==> config.mk <==
export PLATFORM = sky130hd
export DESIGN_NAME = mipsOisc
export DESIGN_NICKNAME = d
export VERILOG_FILES = /design/src/mipsOiscPkg.sv /design/src/mipsDecoder.sv /design/src/mipsOisc.sv /design/src/moveComposer.sv /design/src/translateControl.sv
export SDC_FILE = /design/constraint.sdc
export NUM_CORES = 1
export LEC_CHECK = 0
export ABC_AREA = 1
export BUFFER_PORTS_ARGS = -buffer_cell sky130_fd_sc_hd__buf_2
export CAP_MARGIN = 20
export CORE_MARGIN = 10
export CORE_UTILIZATION = 45
export CTS_CLUSTER_SIZE = 10
export DETAILED_ROUTE_END_ITERATION = 12
export GPL_TIMING_DRIVEN = 0
export SLEW_MARGIN = 30
export SYNTH_ARGS = -nofsm -noshare
export SYNTH_HDL_FRONTEND = slang
export SYNTH_HIERARCHICAL = 1
export SYNTH_SLANG_ARGS = --single-unit
==> constraint.sdc <==
create_clock -name CLK -period 3.8 [get_ports CLK]
set_clock_uncertainty 0.15 [all_clocks]
set_input_delay 0.19 -clock CLK [delete_from_list [all_inputs] [get_ports CLK]]
set_output_delay 0.19 -clock CLK [all_outputs]
set_load 0.02 [all_outputs]
==> src/mipsOiscPkg.sv <==
`default_nettype none

package mipsOiscPkg;

  localparam int mipsWordW  = 32;
  localparam int oiscFieldW = 16;

  typedef logic [oiscFieldW-1:0] oiscAddr;
  typedef logic [2:0] stepIdx;

  // Same MIPS word seen as R-type or I-type
  typedef struct packed {
    logic [5:0] opcode;
    logic [4:0] rs;
    logic [4:0] rt;
    logic [4:0] rd;
    logic [4:0] shamt;
    logic [5:0] funct;
  } rFormat;

  typedef struct packed {
    logic [5:0]  opcode;
    logic [4:0]  rs;
    logic [4:0]  rt;
    logic [15:0] imm;
  } iFormat;

  typedef union packed {
    rFormat rView;
    iFormat iView;
  } mipsInstr;

  typedef struct packed {
    oiscAddr src; // Address or literal, dst decides
    oiscAddr dst;
  } oiscMove;

  // Fixed locations
  localparam oiscAddr hiAddr  = 16'h0010;
  localparam oiscAddr loAddr  = 16'h0011;
  localparam oiscAddr immAddr = 16'h0012; // Literal sink
  localparam oiscAddr gprBase = 16'h0020;

  localparam oiscAddr andBase   = 16'h0100;
  localparam oiscAddr orBase    = 16'h0110;
  localparam oiscAddr xorBase   = 16'h0120;
  localparam oiscAddr norBase   = 16'h0130;
  localparam oiscAddr sltBase   = 16'h0140;
  localparam oiscAddr sltuBase  = 16'h0150;
  localparam oiscAddr addBase   = 16'h0160;
  localparam oiscAddr shiftBase = 16'h0170;
  localparam oiscAddr multBase  = 16'h0180;
  localparam oiscAddr divBase   = 16'h0190;
  localparam oiscAddr luiBase   = 16'h01A0;

  // Registers inside each unit window
  localparam oiscAddr accOfs   = 16'd0;
  localparam oiscAddr opndOfs  = 16'd1;
  localparam oiscAddr ctrlOfs  = 16'd2;
  localparam oiscAddr resOfs   = 16'd3;
  localparam oiscAddr resHiOfs = 16'd4;

  localparam logic [1:0] addTrap    = 2'b01; // Overflow trap
  localparam logic [1:0] addSub     = 2'b10;
  localparam logic [1:0] shiftArith = 2'b01;
  localparam logic [1:0] shiftLeft  = 2'b10;
  localparam logic [1:0] mdSigned   = 2'b01; // Multiplier and divider

  typedef enum logic [2:0] {
    nopSeq         = 3'd0,
    threeRegSimple = 3'd1,
    immSimple      = 3'd2,
    threeRegCtrl   = 3'd3,
    immCtrl        = 3'd4,
    hiLo           = 3'd5,
    moveHiLo       = 3'd6,
    lui            = 3'd7
  } seqClass;

  localparam stepIdx maxSteps = 3'd5;

  typedef struct packed {
    oiscAddr    unitBase;
    seqClass    cls;
    logic [1:0] ctrlLit;
    logic       accFromRt;
    logic       immIsShamt;
    logic       destIsRd;
    oiscAddr    moveSrc;
    oiscAddr    moveDst;
    stepIdx     stepCount;
  } decodedOp;

  // Moves emitted per class
  function automatic stepIdx seqSteps(input seqClass cls);
    case (cls)
      threeRegSimple: return 3'd3;
      immSimple:      return 3'd4;
      threeRegCtrl:   return 3'd4;
      immCtrl:        return 3'd5;
      hiLo:           return 3'd5;
      lui:            return 3'd3;
      default:        return 3'd1;
    endcase
  endfunction

  function automatic oiscAddr gprAddr(input logic [4:0] r);
    return gprBase + {11'b0, r};
  endfunction

endpackage

`default_nettype wire

==> src/mipsDecoder.sv <==
`timescale 1ns/10ps
`default_nettype none

module mipsDecoder (
  input  mipsOiscPkg::mipsInstr instr,
  output mipsOiscPkg::decodedOp op
);

  logic [mipsOiscPkg::mipsWordW-1:0] word;
  logic constShift;
  logic toHiLo;
  mipsOiscPkg::oiscAddr hiLoReg;

  assign word = instr;

  function automatic mipsOiscPkg::decodedOp pick(
    input mipsOiscPkg::oiscAddr base,
    input mipsOiscPkg::seqClass cls,
    input logic [1:0]           lit
  );
    mipsOiscPkg::decodedOp d;
    d           = '0;
    d.unitBase  = base;
    d.cls       = cls;
    d.ctrlLit   = lit;
    d.stepCount = mipsOiscPkg::seqSteps(cls);
    return d;
  endfunction

  // funct bit 0 gives the direction, bit 1 picks LO
  assign toHiLo  = instr.rView.funct[0];
  assign hiLoReg = instr.rView.funct[1] ? mipsOiscPkg::loAddr : mipsOiscPkg::hiAddr;

  always_comb begin
    op = pick(16'h0000, mipsOiscPkg::nopSeq, 2'b00);
    casez (word)
      32'b000000_?????_?????_?????_00000_100100:  // AND
        op = pick(mipsOiscPkg::andBase, mipsOiscPkg::threeRegSimple, 2'b00);
      32'b000000_?????_?????_?????_00000_100101:  // OR
        op = pick(mipsOiscPkg::orBase, mipsOiscPkg::threeRegSimple, 2'b00);
      32'b000000_?????_?????_?????_00000_100110:  // XOR
        op = pick(mipsOiscPkg::xorBase, mipsOiscPkg::threeRegSimple, 2'b00);
      32'b000000_?????_?????_?????_00000_100111:  // NOR
        op = pick(mipsOiscPkg::norBase, mipsOiscPkg::threeRegSimple, 2'b00);
      32'b000000_?????_?????_?????_00000_101010:  // SLT
        op = pick(mipsOiscPkg::sltBase, mipsOiscPkg::threeRegSimple, 2'b00);
      32'b000000_?????_?????_?????_00000_101011:  // SLTU
        op = pick(mipsOiscPkg::sltuBase, mipsOiscPkg::threeRegSimple, 2'b00);
      32'b001100_?????_?????_?????_?????_??????:  // ANDI
        op = pick(mipsOiscPkg::andBase, mipsOiscPkg::immSimple, 2'b00);
      32'b001101_?????_?????_?????_?????_??????:  // ORI
        op = pick(mipsOiscPkg::orBase, mipsOiscPkg::immSimple, 2'b00);
      32'b001110_?????_?????_?????_?????_??????:  // XORI
        op = pick(mipsOiscPkg::xorBase, mipsOiscPkg::immSimple, 2'b00);
      32'b001010_?????_?????_?????_?????_??????:  // SLTI
        op = pick(mipsOiscPkg::sltBase, mipsOiscPkg::immSimple, 2'b00);
      32'b001011_?????_?????_?????_?????_??????:  // SLTIU
        op = pick(mipsOiscPkg::sltuBase, mipsOiscPkg::immSimple, 2'b00);
      32'b000000_?????_?????_?????_00000_100000:  // ADD
        op = pick(mipsOiscPkg::addBase, mipsOiscPkg::threeRegCtrl, mipsOiscPkg::addTrap);
      32'b000000_?????_?????_?????_00000_100001:  // ADDU
        op = pick(mipsOiscPkg::addBase, mipsOiscPkg::threeRegCtrl, 2'b00);
      32'b000000_?????_?????_?????_00000_100010:  // SUB
        op = pick(mipsOiscPkg::addBase, mipsOiscPkg::threeRegCtrl,
                  mipsOiscPkg::addSub | mipsOiscPkg::addTrap);
      32'b000000_?????_?????_?????_00000_100011:  // SUBU
        op = pick(mipsOiscPkg::addBase, mipsOiscPkg::threeRegCtrl, mipsOiscPkg::addSub);
      32'b001000_?????_?????_?????_?????_??????:  // ADDI
        op = pick(mipsOiscPkg::addBase, mipsOiscPkg::immCtrl, mipsOiscPkg::addTrap);
      32'b001001_?????_?????_?????_?????_??????:  // ADDIU
        op = pick(mipsOiscPkg::addBase, mipsOiscPkg::immCtrl, 2'b00);
      32'b000000_00000_?????_?????_?????_000000:  // SLL
        op = pick(mipsOiscPkg::shiftBase, mipsOiscPkg::immCtrl, mipsOiscPkg::shiftLeft);
      32'b000000_00000_?????_?????_?????_000010:  // SRL
        op = pick(mipsOiscPkg::shiftBase, mipsOiscPkg::immCtrl, 2'b00);
      32'b000000_00000_?????_?????_?????_000011:  // SRA
        op = pick(mipsOiscPkg::shiftBase, mipsOiscPkg::immCtrl, mipsOiscPkg::shiftArith);
      32'b000000_?????_?????_?????_00000_000100:  // SLLV
        op = pick(mipsOiscPkg::shiftBase, mipsOiscPkg::threeRegCtrl, mipsOiscPkg::shiftLeft);
      32'b000000_?????_?????_?????_00000_000110:  // SRLV
        op = pick(mipsOiscPkg::shiftBase, mipsOiscPkg::threeRegCtrl, 2'b00);
      32'b000000_?????_?????_?????_00000_000111:  // SRAV
        op = pick(mipsOiscPkg::shiftBase, mipsOiscPkg::threeRegCtrl, mipsOiscPkg::shiftArith);
      32'b000000_?????_?????_00000_00000_011000:  // MULT
        op = pick(mipsOiscPkg::multBase, mipsOiscPkg::hiLo, mipsOiscPkg::mdSigned);
      32'b000000_?????_?????_00000_00000_011001:  // MULTU
        op = pick(mipsOiscPkg::multBase, mipsOiscPkg::hiLo, 2'b00);
      32'b000000_?????_?????_00000_00000_011010:  // DIV
        op = pick(mipsOiscPkg::divBase, mipsOiscPkg::hiLo, mipsOiscPkg::mdSigned);
      32'b000000_?????_?????_00000_00000_011011:  // DIVU
        op = pick(mipsOiscPkg::divBase, mipsOiscPkg::hiLo, 2'b00);
      32'b000000_00000_00000_?????_00000_0100?0,  // MFHI, MFLO
      32'b000000_?????_00000_00000_00000_0100?1:  // MTHI, MTLO
        op = pick(16'h0000, mipsOiscPkg::moveHiLo, 2'b00);
      32'b001111_00000_?????_?????_?????_??????:  // LUI
        op = pick(mipsOiscPkg::luiBase, mipsOiscPkg::lui, 2'b00);
      default: ;
    endcase

    constShift = (op.cls == mipsOiscPkg::immCtrl) &&
                 (op.unitBase == mipsOiscPkg::shiftBase);

    // Constant shifts work on rt with shamt
    op.accFromRt  = constShift;
    op.immIsShamt = constShift;
    op.destIsRd   = constShift ||
                    (op.cls == mipsOiscPkg::threeRegSimple) ||
                    (op.cls == mipsOiscPkg::threeRegCtrl);

    if (op.cls == mipsOiscPkg::moveHiLo) begin
      op.moveSrc = toHiLo ? mipsOiscPkg::gprAddr(instr.rView.rs) : hiLoReg;
      op.moveDst = toHiLo ? hiLoReg : mipsOiscPkg::gprAddr(instr.rView.rd);
    end
  end

endmodule

`default_nettype wire

==> src/mipsOisc.sv <==
`timescale 1ns/10ps
`default_nettype none

module mipsOisc (
  input  logic                  CLK,
  input  logic                  RST,

  input  logic                  inValid,
  output logic                  inReady,
  input  mipsOiscPkg::mipsInstr inData,

  output logic                  outValid,
  input  logic                  outReady,
  output mipsOiscPkg::oiscMove  outData
);

  mipsOiscPkg::mipsInstr instr;
  mipsOiscPkg::stepIdx   step;
  mipsOiscPkg::decodedOp op;

  translateControl uControl (
    .CLK       (CLK),
    .RST       (RST),
    .inValid   (inValid),
    .inReady   (inReady),
    .inData    (inData),
    .outValid  (outValid),
    .outReady  (outReady),
    .stepCount (op.stepCount),
    .instr     (instr),
    .step      (step)
  );

  mipsDecoder uDecoder (
    .instr (instr),
    .op    (op)
  );

  moveComposer uComposer (
    .instr   (instr),
    .op      (op),
    .step    (step),
    .outData (outData)
  );

endmodule

`default_nettype wire

==> src/moveComposer.sv <==
`timescale 1ns/10ps
`default_nettype none

module moveComposer (
  input  mipsOiscPkg::mipsInstr instr,
  input  mipsOiscPkg::decodedOp op,
  input  mipsOiscPkg::stepIdx   step,
  output mipsOiscPkg::oiscMove  outData
);

  mipsOiscPkg::oiscAddr srcReg;
  mipsOiscPkg::oiscAddr tmpReg;
  mipsOiscPkg::oiscAddr destReg;
  mipsOiscPkg::oiscAddr accSrc;
  mipsOiscPkg::oiscAddr immVal;
  mipsOiscPkg::oiscAddr ctrlVal;
  mipsOiscPkg::oiscAddr unitAcc;
  mipsOiscPkg::oiscAddr unitOpnd;
  mipsOiscPkg::oiscAddr unitCtrl;
  mipsOiscPkg::oiscAddr unitRes;
  mipsOiscPkg::oiscAddr unitResHi;

  // GPR window
  assign srcReg  = mipsOiscPkg::gprAddr(instr.rView.rs);
  assign tmpReg  = mipsOiscPkg::gprAddr(instr.rView.rt);
  assign destReg = op.destIsRd ? mipsOiscPkg::gprAddr(instr.rView.rd) : tmpReg;
  assign accSrc  = op.accFromRt ? tmpReg : srcReg;

  assign immVal  = op.immIsShamt ? {11'b0, instr.rView.shamt} : instr.iView.imm;
  assign ctrlVal = {14'b0, op.ctrlLit};

  assign unitAcc   = op.unitBase + mipsOiscPkg::accOfs;
  assign unitOpnd  = op.unitBase + mipsOiscPkg::opndOfs;
  assign unitCtrl  = op.unitBase + mipsOiscPkg::ctrlOfs;
  assign unitRes   = op.unitBase + mipsOiscPkg::resOfs;
  assign unitResHi = op.unitBase + mipsOiscPkg::resHiOfs;

  always_comb begin
    outData = '0;
    case (op.cls)
      mipsOiscPkg::threeRegSimple:
        case (step)
          3'd0:    outData = '{srcReg, unitAcc};
          3'd1:    outData = '{tmpReg, unitOpnd};
          3'd2:    outData = '{unitRes, destReg};
          default: outData = '0;
        endcase
      mipsOiscPkg::immSimple:
        case (step)
          3'd0:    outData = '{srcReg, unitAcc};
          3'd1:    outData = '{immVal, mipsOiscPkg::immAddr}; // Literal load
          3'd2:    outData = '{mipsOiscPkg::immAddr, unitOpnd};
          3'd3:    outData = '{unitRes, destReg};
          default: outData = '0;
        endcase
      mipsOiscPkg::threeRegCtrl:
        case (step)
          3'd0:    outData = '{srcReg, unitAcc};
          3'd1:    outData = '{tmpReg, unitOpnd};
          3'd2:    outData = '{ctrlVal, unitCtrl};
          3'd3:    outData = '{unitRes, destReg};
          default: outData = '0;
        endcase
      mipsOiscPkg::immCtrl:
        case (step)
          3'd0:    outData = '{accSrc, unitAcc};
          3'd1:    outData = '{immVal, mipsOiscPkg::immAddr};
          3'd2:    outData = '{mipsOiscPkg::immAddr, unitOpnd};
          3'd3:    outData = '{ctrlVal, unitCtrl};
          3'd4:    outData = '{unitRes, destReg};
          default: outData = '0;
        endcase
      mipsOiscPkg::hiLo:
        case (step)
          3'd0:    outData = '{srcReg, unitAcc};
          3'd1:    outData = '{tmpReg, unitOpnd};
          3'd2:    outData = '{ctrlVal, unitCtrl};
          3'd3:    outData = '{unitRes, mipsOiscPkg::loAddr};
          3'd4:    outData = '{unitResHi, mipsOiscPkg::hiAddr};
          default: outData = '0;
        endcase
      mipsOiscPkg::moveHiLo:
        outData = '{op.moveSrc, op.moveDst};
      mipsOiscPkg::lui:
        case (step)
          3'd0:    outData = '{immVal, mipsOiscPkg::immAddr};
          3'd1:    outData = '{mipsOiscPkg::immAddr, unitAcc};
          3'd2:    outData = '{unitRes, destReg};
          default: outData = '0;
        endcase
      default: outData = '0; // Unmatched word
    endcase
  end

endmodule

`default_nettype wire

==> src/translateControl.sv <==
`timescale 1ns/10ps
`default_nettype none

module translateControl (
  input  logic                  CLK,
  input  logic                  RST,

  input  logic                  inValid,
  output logic                  inReady,
  input  mipsOiscPkg::mipsInstr inData,

  output logic                  outValid,
  input  logic                  outReady,

  input  mipsOiscPkg::stepIdx   stepCount,
  output mipsOiscPkg::mipsInstr instr,
  output mipsOiscPkg::stepIdx   step
);

  logic busy;
  logic accept;
  logic xfer;
  logic lastXfer;

  assign inReady  = ~busy;
  assign outValid = busy;

  assign accept   = inValid & inReady;
  assign xfer     = outValid & outReady;
  assign lastXfer = xfer & (step == 3'(stepCount - 3'd1));

  always_ff @(posedge CLK or posedge RST) begin
    if (RST) begin
      busy <= 1'b0;
    end else if (accept) begin
      busy <= 1'b1;
    end else if (lastXfer) begin
      busy <= 1'b0; // inReady rises with the final move
    end
  end

  always_ff @(posedge CLK or posedge RST) begin
    if (RST) begin
      instr <= '0;
    end else if (accept) begin
      instr <= inData;
    end
  end

  always_ff @(posedge CLK or posedge RST) begin
    if (RST) begin
      step <= '0;
    end else if (accept || lastXfer) begin
      step <= '0;
    end else if (xfer) begin
      step <= step + 3'd1;
    end
  end

  stepCountBounded: assert property (
    @(posedge CLK) disable iff (RST) busy |-> (stepCount <= mipsOiscPkg::maxSteps)
  );

  stepInRange: assert property (
    @(posedge CLK) disable iff (RST) busy |-> (step < stepCount)
  );

  // Move word must not change while the sink stalls
  holdUnderStall: assert property (
    @(posedge CLK) disable iff (RST)
      (outValid && !outReady) |=> ($stable(instr) && $stable(step))
  );

endmodule

`default_nettype wire
; ---- Word-level counts from Yosys, hierarchy flattened
; Index checks and enable logic that the tools add are counted.
[totals]
register_bits = 36
in_bits = 36
out_inout_bits = 34
wordCells = 85
[op_classes]
n_addsub = 9
n_eq_ne = 42
muxes = 18
bitwise_logic = 4
n_reduce_logical = 9
[op_table]
columns = operator, count
row1 = $pmux 52 s29, 1
row2 = $pmux 32 s5, 2
row3 = $pmux 32 s4, 2
row4 = $pmux 32 s7, 1
row5 = $pmux 32 s3, 2
row6 = $eq 17x6->1 const B, 10
row7 = $eq 22x5->1 const B, 4
row8 = $mux 16, 5
row9 = $eq 26x4->1 const B, 2
row10 = $eq 17x3->1 const B, 3
row11 = $eq 6x4->1 const B, 7
row12 = $eq 17x2->1 const B, 2
row13 = $add 6x5->7 const A, 3
row14 = $add 9x2->10 const B, 2
row15 = $logic_not 17->1, 1
row16 = $eq 3x3->1 const B, 5
row17 = $eq 3x2->1 const B, 4
row18 = $eq 11x9->1 const B, 1
row19 = $add 9x1->10 const B, 1
row20 = $add 9x3->10 const B, 1
row21 = $eq 9x9->1 const B, 1
row22 = $eq 3x1->1 const B, 2
row23 = $mux 3, 2
row24 = $reduce_bool 2->1, 2
row25 = 10 further kinds, 16

; ---- Depth between registers and ports, before layout
; Gate-level depths: netlist of the first run.
[depth]
depth_word = 10
depth_mapped = 20

; ---- By module
; The synthesis of the first run kept the hierarchy.
[by_module_without_submodules]
columns = module, instances, cells_per_inst, area_per_inst_um2, seq_area_each_um2
row1 = moveComposer, 1, 908, 4134.0, 0.0
row2 = translateControl, 1, 112, 1595.3, 900.9
row3 = mipsDecoder, 1, 227, 1173.6, 0.0

; ---- Least setup slack after synthesis of the first run
; Ideal clock, no wire load.
[synth_timing]
path_kind = register to output
from = register uControl/instr[26] (netlist bit)
to = output port outData[6] (netlist bit)
t_arrival_ps = 2557
required_ps = 3460
path_slack_ps = 903
path_stages_with_launch = 15
cell_sequence = dfrtp_1 -> inv_1 -> nand3_1 -> nor2_8 -> nand3_2 -> nand3_1 -> nor2_2 -> nand4_1 -> inv_2 -> nand3_1 -> nor2_1 -> inv_2 -> o21ai_4 -> nand2_2 -> o2111ai_1
[synth_lines]
columns = item, line_no
row1 = start: declaration, translateControl.sv:16  ; output mipsOiscPkg::mipsInstr instr,
row2 = start signal: assignment, translateControl.sv:46  ; instr <= inData;
row3 = end: declaration, mipsOisc.sv:14  ; output mipsOiscPkg::oiscMove outData

==> results of run 1 <==
[flip-flops by register name, summed over array words and instances (netlist names)]
register and flops:
uControl/instr 32, uControl/outValid 1, uControl/step 3
[layer usage]
layer / global-route usage [%] / up-vias
met5: 0 / -
met4: 13.4 / 0
met3: 4.13 / 80
met2: 46.6 / 393
met1: 33.2 / 3860
li1: - / 4260
[logic make-up (layout without fill, tap and decap cells)]
kind of cell | Yosys count | after routing
muxes | 32 | 32
DFF | 36 | 36
AOI/OAI and AO/OA | 198 | 198
adders and majority gates | 7 | 7
and+or+nand+nor | 748 | 748
buffers and inverters | 207 | 318
other | 1 | 31
xor gates and xnor gates | 18 | 18
[metrics by stage]
step           power, mW  hold slack [ns]  setup TNS (ns)
3_5_place_dp        3.76           0.0705           -2.08
5_1_grt             4.74            0.180         -0.0341
6_report            4.40            0.122               0
2_1_floorplan       2.92            0.189               0
4_1_cts             4.26            0.119          -0.130
3_3_place_gp        3.75            0.271           -2.49
[power by group through the flow]
stage               combinational (mW)  clock (mW)  sequential, mW
floorplan                         2.13           0           0.790
global placement                  2.82           0           0.930
detailed placement                2.83           0           0.934
CTS                               2.89       0.441           0.930
global route                      3.31       0.455           0.970
finish                            3.04       0.432           0.935
[worst paths after layout]
check,cells after the start,from,to,slack [ns]
max in group asynchronous,4,RST,uControl/instr[24],2.76
worst max register to register,18,uControl/instr[22],uControl/step[0],0.96
min in group asynchronous,3,RST,uControl/instr[31],0.30
worst min register to register,2,uControl/outValid,uControl/outValid,0.38
worst max-delay path,16,uControl/instr[22],outData[6],0.13
worst min-delay path,4,outReady,uControl/step[0],0.12
[what timing repair did]
| item | CTS | global route |
|---|---|---|
| gates resized for setup | 11 | 13 |
| endpoints found under the hold margin | 50 | 0 |
| hold buffers | 33 | 0 |
| endpoints found under the setup margin | 25 | 25 |
| buffers inserted | 6 | 3 |
| pin swaps | 3 | 3 |
[area by class of cell]
class                      instances  area [µm²]  share of cell area (%)
sequential                        36         902                    11.0
multi-input combinational       1034        5190                    63.4
clock buffer                       7         143                    1.74
timing repair buffer             105         736                    8.99
clock inverter                     1        7.51                  0.0917
buffer                            68         453                    5.53
tap                              188         235                    2.87
inverter                         137         518                    6.33
[cell usage in the layout (no fill, tap or decap), types with 9 or more instances in the layout]
master,Yosys,layout
o21ai_0,80,77
nand4_1,17,17
inv_1,118,115
a21oi_1,58,58
conb_1,1,31
o21ai_1,28,31
buf_4,38,48
nor3_1,13,13
dlygate4sd3_1,0,33
nor2_2,19,23
nor2_1,158,153
nand2_1,400,398
buf_2,18,78
nand3_2,10,11
nand3_1,109,108
nand2_2,8,9
mux2_4,28,28
dfrtp_1,36,35
inv_2,19,21
xor2_1,18,18
[worst max-delay path, stage by stage (launching register included)]
cell and delay [ns]:
dfrtp_1 0.46, nor2_2 0.24, inv_1 0.08, nor2_2 0.21, nand2_1 0.09, nand2_1 0.06
nand3_1 0.21, nand4_1 0.17, buf_4 0.18, nand3_2 0.29, clkinvlp_4 0.30, nand2_2 0.19
nor2_1 0.14, a21oi_1 0.05, o21a_1 0.11, o2111ai_1 0.06, buf_2 0.19
==> flow_summary.json, run 1 <==
{
  "switching_share_pct": 57.2,
  "synth_top_area_share_pct": 21.8,
  "cts_tree": "built",
  "track_usage_pct": 27.5,
  "dp_slack_ns": -0.285,
  "numPortBuffers": 62,
  "die_x_um": 144,
  "fp.dieH_um": 144,
  "clkSinkCount": 36,
  "seqPwrFrac_pct": 21.2,
  "drc": 0,
  "placement.cell_area_um2": 7590,
  "hold_path_class": "input port to register",
  "clock_latency_ns": 0.29,
  "critPathCaptureType": "output port",
  "path_clk_slew_ns": 0.05,
  "worstPathMaxFanout": 10,
  "synth_most_common_cell": "nand2_1",
  "yosys.area_share.simple_pct": 47.0,
  "yosysTopAreaCell": "nand2_1",
  "grt_start_max_net_pins": 20,
  "power_density_nw_per_um2": 538,
  "slew_viol_final": 0,
  "yosysWarnings": 6,
  "cts_buffers": 5,
  "met2WireLength_um": 13700,
  "drt-total-wl_um": 28900,
  "n_fill_cell": 1690,
  "initial_core_util_pct": 45.7,
  "syn_area_um2": 6900,
  "synth_compound_area_share_pct": 15.6,
  "grt_pass1_wl_um": 44400,
  "wl_met3_um": 2260,
  "synth_area_leaders": "nand2_1 22%, dfrtp_1 13%, nor2_1 8.6%, nand3_1 7.9%, inv_1 6.4%",
  "clk_path_buf_depth": 2,
  "final_area_um2": 8190,
  "coreArea_um2": 15100,
  "period_needed_ns": 3.67,
  "synth-async-reset-ratio_pct": 100,
  "htreeDepth": 2,
  "synthMuxAreaShare_pct": 6.74,
  "hold_violations": 0,
  "worstMarginPinSlew_ns": 0.845,
  "routed.top_layer": "met4",
  "criticalPathCategory": "register to output port",
  "synth_top_family_by_area": "simple AND/OR/NAND/NOR gates",
  "p_comb_share_pct": 69.0,
  "ir_drop_mv": 0.437,
  "ys_dominant_reg_cell": "dfrtp_1",
  "drv_cap": 0,
  "synth_common_cells": "400 x nand2_1, 158 x nor2_1, 118 x inv_1",
  "period_share_pct": 96.5,
  "num_rows": 45,
  "dpl.cell_count": 1528,
  "vias_per_cell": 5.45,
  "n_antenna_cell": 0,
  "crit_arrival_ns": 3.33,
  "routedLengthMet1_um": 11600,
  "finalCoreUtilization_pct": 54.2,
  "num-nets-final": 1430,
  "drt-pass1-iter-count": 5,
  "syn_inst": 1247,
  "root_buffer": "clkbuf_16",
  "p_int_mw": 1.89,
  "antenna_found_initial": 0,
  "drive_gt1_share_pct": 18.3,
  "area_growth_pct": 18.6,
  "rsz0062_at_grt": "yes",
  "gp_routability_congestion": 0.989,
  "die_area_um2": 20700,
  "clock.fmax_mhz": 273,
  "cp.required_ns": 3.46,
  "setup_violations": 0,
  "synth_seq_cells": 36,
  "ys_seq_area_share_pct": 13.1,
  "max_slew_margin_pct": 43.7,
  "vias": 8593,
  "drt_iter0_drc": 845,
  "synth_edf_count": 0,
  "stdcell_count": 1576,
  "synth_xor_area_share_pct": 2.28,
  "p_sw_mw": 2.52,
  "grt_remaining_overflow": 0,
  "setup_ws_ns": 0.131,
  "leakage_nw": 4.37,
  "wire_per_inst_um": 18.4,
  "avgSynthCellArea_um2": 5.54,
  "ant_nets": 0,
  "clockPowerShare_pct": 9.8,
  "dp_hpwl_um": 22500,
  "io_pins": 70,
  "run_status": "completed",
  "synth-adder-area-share_pct": 1.27,
  "ys_types": 45,
  "crit_path_start_kind": "register",
  "grt_pass1_vias": 7942
}
Power figures use the tool's default switching activity.
==> inputs of run 2 (changes only) <==
==> constraint.sdc (replaced) <==
create_clock -name CLK -period 3.85 [get_ports CLK]
set_clock_uncertainty 0.15 [all_clocks]
set_input_delay 0.1925 -clock CLK [delete_from_list [all_inputs] [get_ports CLK]]
set_output_delay 0.1925 -clock CLK [all_outputs]
set_load 0.02 [all_outputs]
==> flow_summary.json, run 2 (synthesis gave the netlist of run 1 again) <==
{
  "seqPwrFrac_pct": 21.2,
  "failed_checks": "hold timing",
  "area_growth_pct": 18.2,
  "initial_core_util_pct": 45.7,
  "rsz0062_at_grt": "no",
  "die_x_um": 144,
  "drc": 0,
  "cts_buffers": 5,
  "fin_worst_hold_slack_ns": -0.00197,
  "largest_reg_flops": 32,
  "critPathCaptureType": "output port",
  "grt_pass1_wl_um": 44500,
  "hold_path_class": "input port to register",
  "p_int_mw": 1.86,
  "drive_gt1_share_pct": 18.2,
  "power_density_nw_per_um2": 534,
  "grt_pass1_vias": 7921,
  "slew_viol_final": 0,
  "p_sw_mw": 2.50,
  "final_area_um2": 8160,
  "vias_per_cell": 5.45,
  "wire_per_inst_um": 18.4,
  "crit_path_start_kind": "register",
  "r2r_setup_slack_ns": 1.03,
  "crit_arrival_ns": 3.39,
  "vias": 8568,
  "path_clk_slew_ns": 0.06,
  "drt_iter0_drc": 917,
  "p_comb_share_pct": 69.0,
  "switching_share_pct": 57.4,
  "ir_drop_mv": 0.430,
  "ant_nets": 0,
  "drv_cap": 0,
  "coreArea_um2": 15100,
  "cp.required_ns": 3.51,
  "numPortBuffers": 62,
  "fp.dieH_um": 144,
  "num_rows": 45,
  "dp_hpwl_um": 22500,
  "clkSinkCount": 36,
  "gp_routability_congestion": 0.989,
  "seq_area_um2": 902,
  "worstPathMaxFanout": 8,
  "n_antenna_cell": 0,
  "period_needed_ns": 3.74,
  "htreeDepth": 2,
  "antenna_found_initial": 0,
  "clock.fmax_mhz": 268,
  "grt_start_max_net_pins": 20,
  "final_common_cell": "nand2_1",
  "worstMarginPinSlew_ns": 0.857,
  "clockPowerShare_pct": 9.8,
  "die_area_um2": 20700,
  "drt-total-wl_um": 29000,
  "cts_tree": "built",
  "most-common-layout-cells": "399 x nand2_1, 153 x nor2_1, 115 x inv_1",
  "run_status": "finished, violations left",
  "drt-pass1-iter-count": 6,
  "leakage_nw": 4.36,
  "clock_latency_ns": 0.29,
  "criticalPathCategory": "register to output port",
  "track_usage_pct": 27.6,
  "setup_violations": 0,
  "grt_remaining_overflow": 0,
  "multi_input_area_um2": 5190,
  "n_fill_cell": 1685,
  "period_share_pct": 97.0,
  "num-nets-final": 1427,
  "top_register": "uControl/instr",
  "placement.cell_area_um2": 7590,
  "clk_path_buf_depth": 2,
  "root_buffer": "clkbuf_16",
  "io_pins": 70,
  "hold_violations": 2,
  "max_slew_margin_pct": 42.9
}
## run 2: through the flow
step / instances / setup TNS (ns) / power, mW / worst slack [ns] / utilization [%]
after detailed placement: 1528 / -1.36 / 3.71 / -0.238 / 50.3
after CTS: 1573 / -0.00790 / 4.21 / -0.00790 / 53.7
final: 1573 / 0 / 4.35 / 0.114 / 54.1
after global routing: 1573 / 0 / 4.67 / 0.0279 / 54.1
after global placement: 1527 / -1.75 / 3.71 / -0.249 / 50.1
after floorplan: 1277 / 0 / 2.88 / 0.950 / -
## run 2: power by group through the flow
stage / clock network, mW / registers [mW] / logic, mW
CTS: 0.435 / 0.916 / 2.86
floorplan: 0 / 0.780 / 2.10
global placement: 0 / 0.918 / 2.79
detailed placement: 0 / 0.922 / 2.79
global route: 0.449 / 0.957 / 3.27
finish: 0.427 / 0.923 / 3.00
## run 2: per-layer routing
layer,share of wire (%),vias to the layer above,global-route usage (%)
met5,0,-,0
met4,4.5,0,13.3
met3,8.0,71,4.19
met2,48,383,46.8
met1,40,3855,33.3
li1,-,4259,-
## run 2: worst max-delay path, stage by stage, from the launching register on
cell	delay [ns]
dfrtp_1	0.45
nor2_1	0.17
nand3_1	0.19
nor2_8	0.21
nand3_2	0.13
o211ai_1	0.58
inv_1	0.33
nand2_1	0.14
nand2_1	0.14
nor2_1	0.16
a21oi_1	0.06
a21oi_1	0.15
nor2_1	0.06
nand4_1	0.12
buf_2	0.20
## run 2: cell type report
type,count,share of cell area [%]
Inverter,137,6.35
Tap cell,188,2.88
Timing Repair Buffer,101,8.59
Sequential cell,36,11.1
Buffer,69,5.61
Clock inverter,1,0.0920
Clock buffer,7,1.75
Multi-Input combinational cell,1034,63.7
## run 2: worst paths after layout
path	from	endpoint	cells past startpoint
worst max-delay path	uControl/instr[9]	outData[20]	14
max in group asynchronous	RST	uControl/instr[24]	4
min in group asynchronous	RST	uControl/instr[31]	3
worst min register to register	uControl/outValid	uControl/outValid	2
worst max register to register	uControl/instr[13]	uControl/step[0]	18
worst min-delay path	inData[9]	uControl/instr[9]	2
## run 2: timing repair
action | 4_1_cts | 5_1_grt
pin swaps | 3 | 1
hold endpoints to repair | 48 | 0
endpoints found under the setup margin | 24 | 25
hold buffers | 31 | 0
resized for setup | 9 | 16
setup buffers | 6 | 1
==> inputs of run 3 (changes only) <==
--- a/config.mk
+++ b/config.mk
@@ -13,6 +13,7 @@
 export CTS_CLUSTER_SIZE = 10
 export DETAILED_ROUTE_END_ITERATION = 12
 export GPL_TIMING_DRIVEN = 0
+export PLACE_DENSITY_LB_ADDON = 0.08
 export SLEW_MARGIN = 30
 export SYNTH_ARGS = -nofsm -noshare
 export SYNTH_HDL_FRONTEND = slang
==> flow_summary.json, run 3 (synthesis gave the netlist of run 1 again) <==
{
  "leakage_nw": 4.39,
  "drt_iter0_drc": 1063,
  "vias": 8657,
  "grt_start_max_net_pins": 37,
  "drv_cap": 0,
  "clk_path_buf_depth": 2,
  "cts_tree": "built",
  "ir_drop_mv": 0.377,
  "p_comb_share_pct": 69.3,
  "setup_violations": 0,
  "vias_per_cell": 5.48,
  "io_pins": 70,
  "switching_share_pct": 57.1,
  "die_area_um2": 20700,
  "num-nets-final": 1432,
  "clock.fmax_mhz": 276,
  "most-common-layout-cells": "396 x nand2_1, 152 x nor2_1, 115 x inv_1",
  "n_fill_cell": 1632,
  "seqPwrFrac_pct": 21.2,
  "period_share_pct": 94.1,
  "root_buffer": "clkbuf_16",
  "htreeDepth": 2,
  "clkSinkCount": 36,
  "p_int_mw": 1.87,
  "ant_nets": 0,
  "track_usage_pct": 26.8,
  "die_x_um": 144,
  "period_needed_ns": 3.62,
  "hold_path_class": "input port to register",
  "clock_latency_ns": 0.28,
  "clockPowerShare_pct": 9.5,
  "setup_tns_ns": 0,
  "grt_pass1_vias": 8038,
  "cp.required_ns": 3.51,
  "stdcell_count": 1579,
  "grt_remaining_overflow": 0,
  "crit_arrival_ns": 3.28,
  "cts_buffers": 5,
  "wire_per_inst_um": 18.0,
  "drc": 0,
  "hold_violations": 0,
  "dpl.cell_count": 1527,
  "final_common_cell": "nand2_1",
  "largest_reg_flops": 32,
  "drt-pass1-iter-count": 6,
  "coreArea_um2": 15100,
  "max_slew_margin_pct": 45.5,
  "gp_routability_congestion": 1.01,
  "antenna_found_initial": 1,
  "drive_gt1_share_pct": 18.8,
  "area_growth_pct": 19.1,
  "dp_hpwl_um": 21900,
  "drt-total-wl_um": 28300,
  "r2r_setup_slack_ns": 0.95,
  "criticalPathCategory": "register to output port",
  "run_status": "completed",
  "initial_core_util_pct": 45.7,
  "numPortBuffers": 62,
  "worstPathMaxFanout": 8,
  "finalPower_mw": 4.35,
  "worstMarginPinSlew_ns": 0.818,
  "slew_viol_final": 0,
  "crit_path_start_kind": "register",
  "top_register": "uControl/instr",
  "power_density_nw_per_um2": 529,
  "grt_pass1_wl_um": 43500,
  "path_clk_slew_ns": 0.06,
  "critPathCaptureType": "output port",
  "num_rows": 45,
  "fp.dieH_um": 144,
  "p_sw_mw": 2.48
}
## run 3: power by group through the flow
stage	Sequential (mW)	Combinational [mW]	Clock [mW]
floorplan	0.780	2.10	0
global placement	0.914	2.76	0
detailed placement	0.921	2.77	0
CTS	0.916	2.84	0.423
global route	0.958	3.27	0.437
finish	0.923	3.01	0.415
## run 3: final timing paths
path,start,end,cells after the start
hold / removal,inData[9],uControl/instr[9],2
hold reg to reg,uControl/instr[19],uControl/instr[19],1
setup reg to reg,uControl/instr[14],uControl/step[0],18
max in group asynchronous,RST,uControl/instr[0],3
min in group asynchronous,RST,uControl/instr[2],3
setup / recovery,uControl/instr[26],outData[5],17
## run 3: metrics by stage
| step | worst slack [ns] | util [%] | area (µm²) | hold slack (ns) |
|---|---|---|---|---|
| finish | 0.225 | 54.5 | 8220 | 0.0128 |
| global route | -0.00274 | 54.5 | 8220 | 0.0113 |
| CTS | 0.0123 | 53.4 | 8060 | 0.000238 |
| detailed placement | -0.147 | 50.1 | 7560 | 0.227 |
| global placement | -0.161 | 50.1 | 7560 | 0.272 |
| floorplan | 0.950 | - | 7020 | 0.191 |
## run 3: worst max-delay path, cell delays in order (launching register included)
cell and delay, ns:
dfrtp_1 0.42, inv_1 0.14, nand3_1 0.22, nor2_8 0.08
nand3_2 0.10, nand2_1 0.10, nor2_2 0.21, nand4_1 0.13
buf_4 0.18, buf_4 0.14, nand3_4 0.18, clkinvlp_4 0.23
buf_4 0.20, a22oi_1 0.15, nand2_1 0.07, a21oi_1 0.16
nand3b_1 0.12, buf_2 0.18
## run 3: final cells by class
class / count / area (µm²) / area share (%)
inverters: 137 / 522 / 6.35
clock buffers: 7 / 143 / 1.74
multi-input cells: 1034 / 5230 / 63.6
flip-flops and latches: 36 / 902 / 11.0
well taps: 188 / 235 / 2.86
clock inverters: 1 / 7.51 / 0.0913
repair buffers: 107 / 728 / 8.86
plain buffers: 68 / 454 / 5.53
diodes: 1 / 2.50 / 0.0304
## run 3: layer usage
metal	vias up	share of wire [%]	track usage [%]
li1	4258	-	-
met1	3847	39	32.5
met2	462	47	45.8
met3	90	9.2	3.93
met4	0	4.5	12.1
met5	-	0	0
## run 3: timing repair
| action | 4_1_cts | 5_1_grt |
|---|---|---|
| hold buffers | 29 | 3 |
| gates resized for setup | 10 | 21 |
| pin swaps | 2 | 5 |
| endpoints found under the hold margin | 64 | 3 |
| buffers inserted | 5 | 8 |
| endpoints found under the setup margin | 24 | 23 |
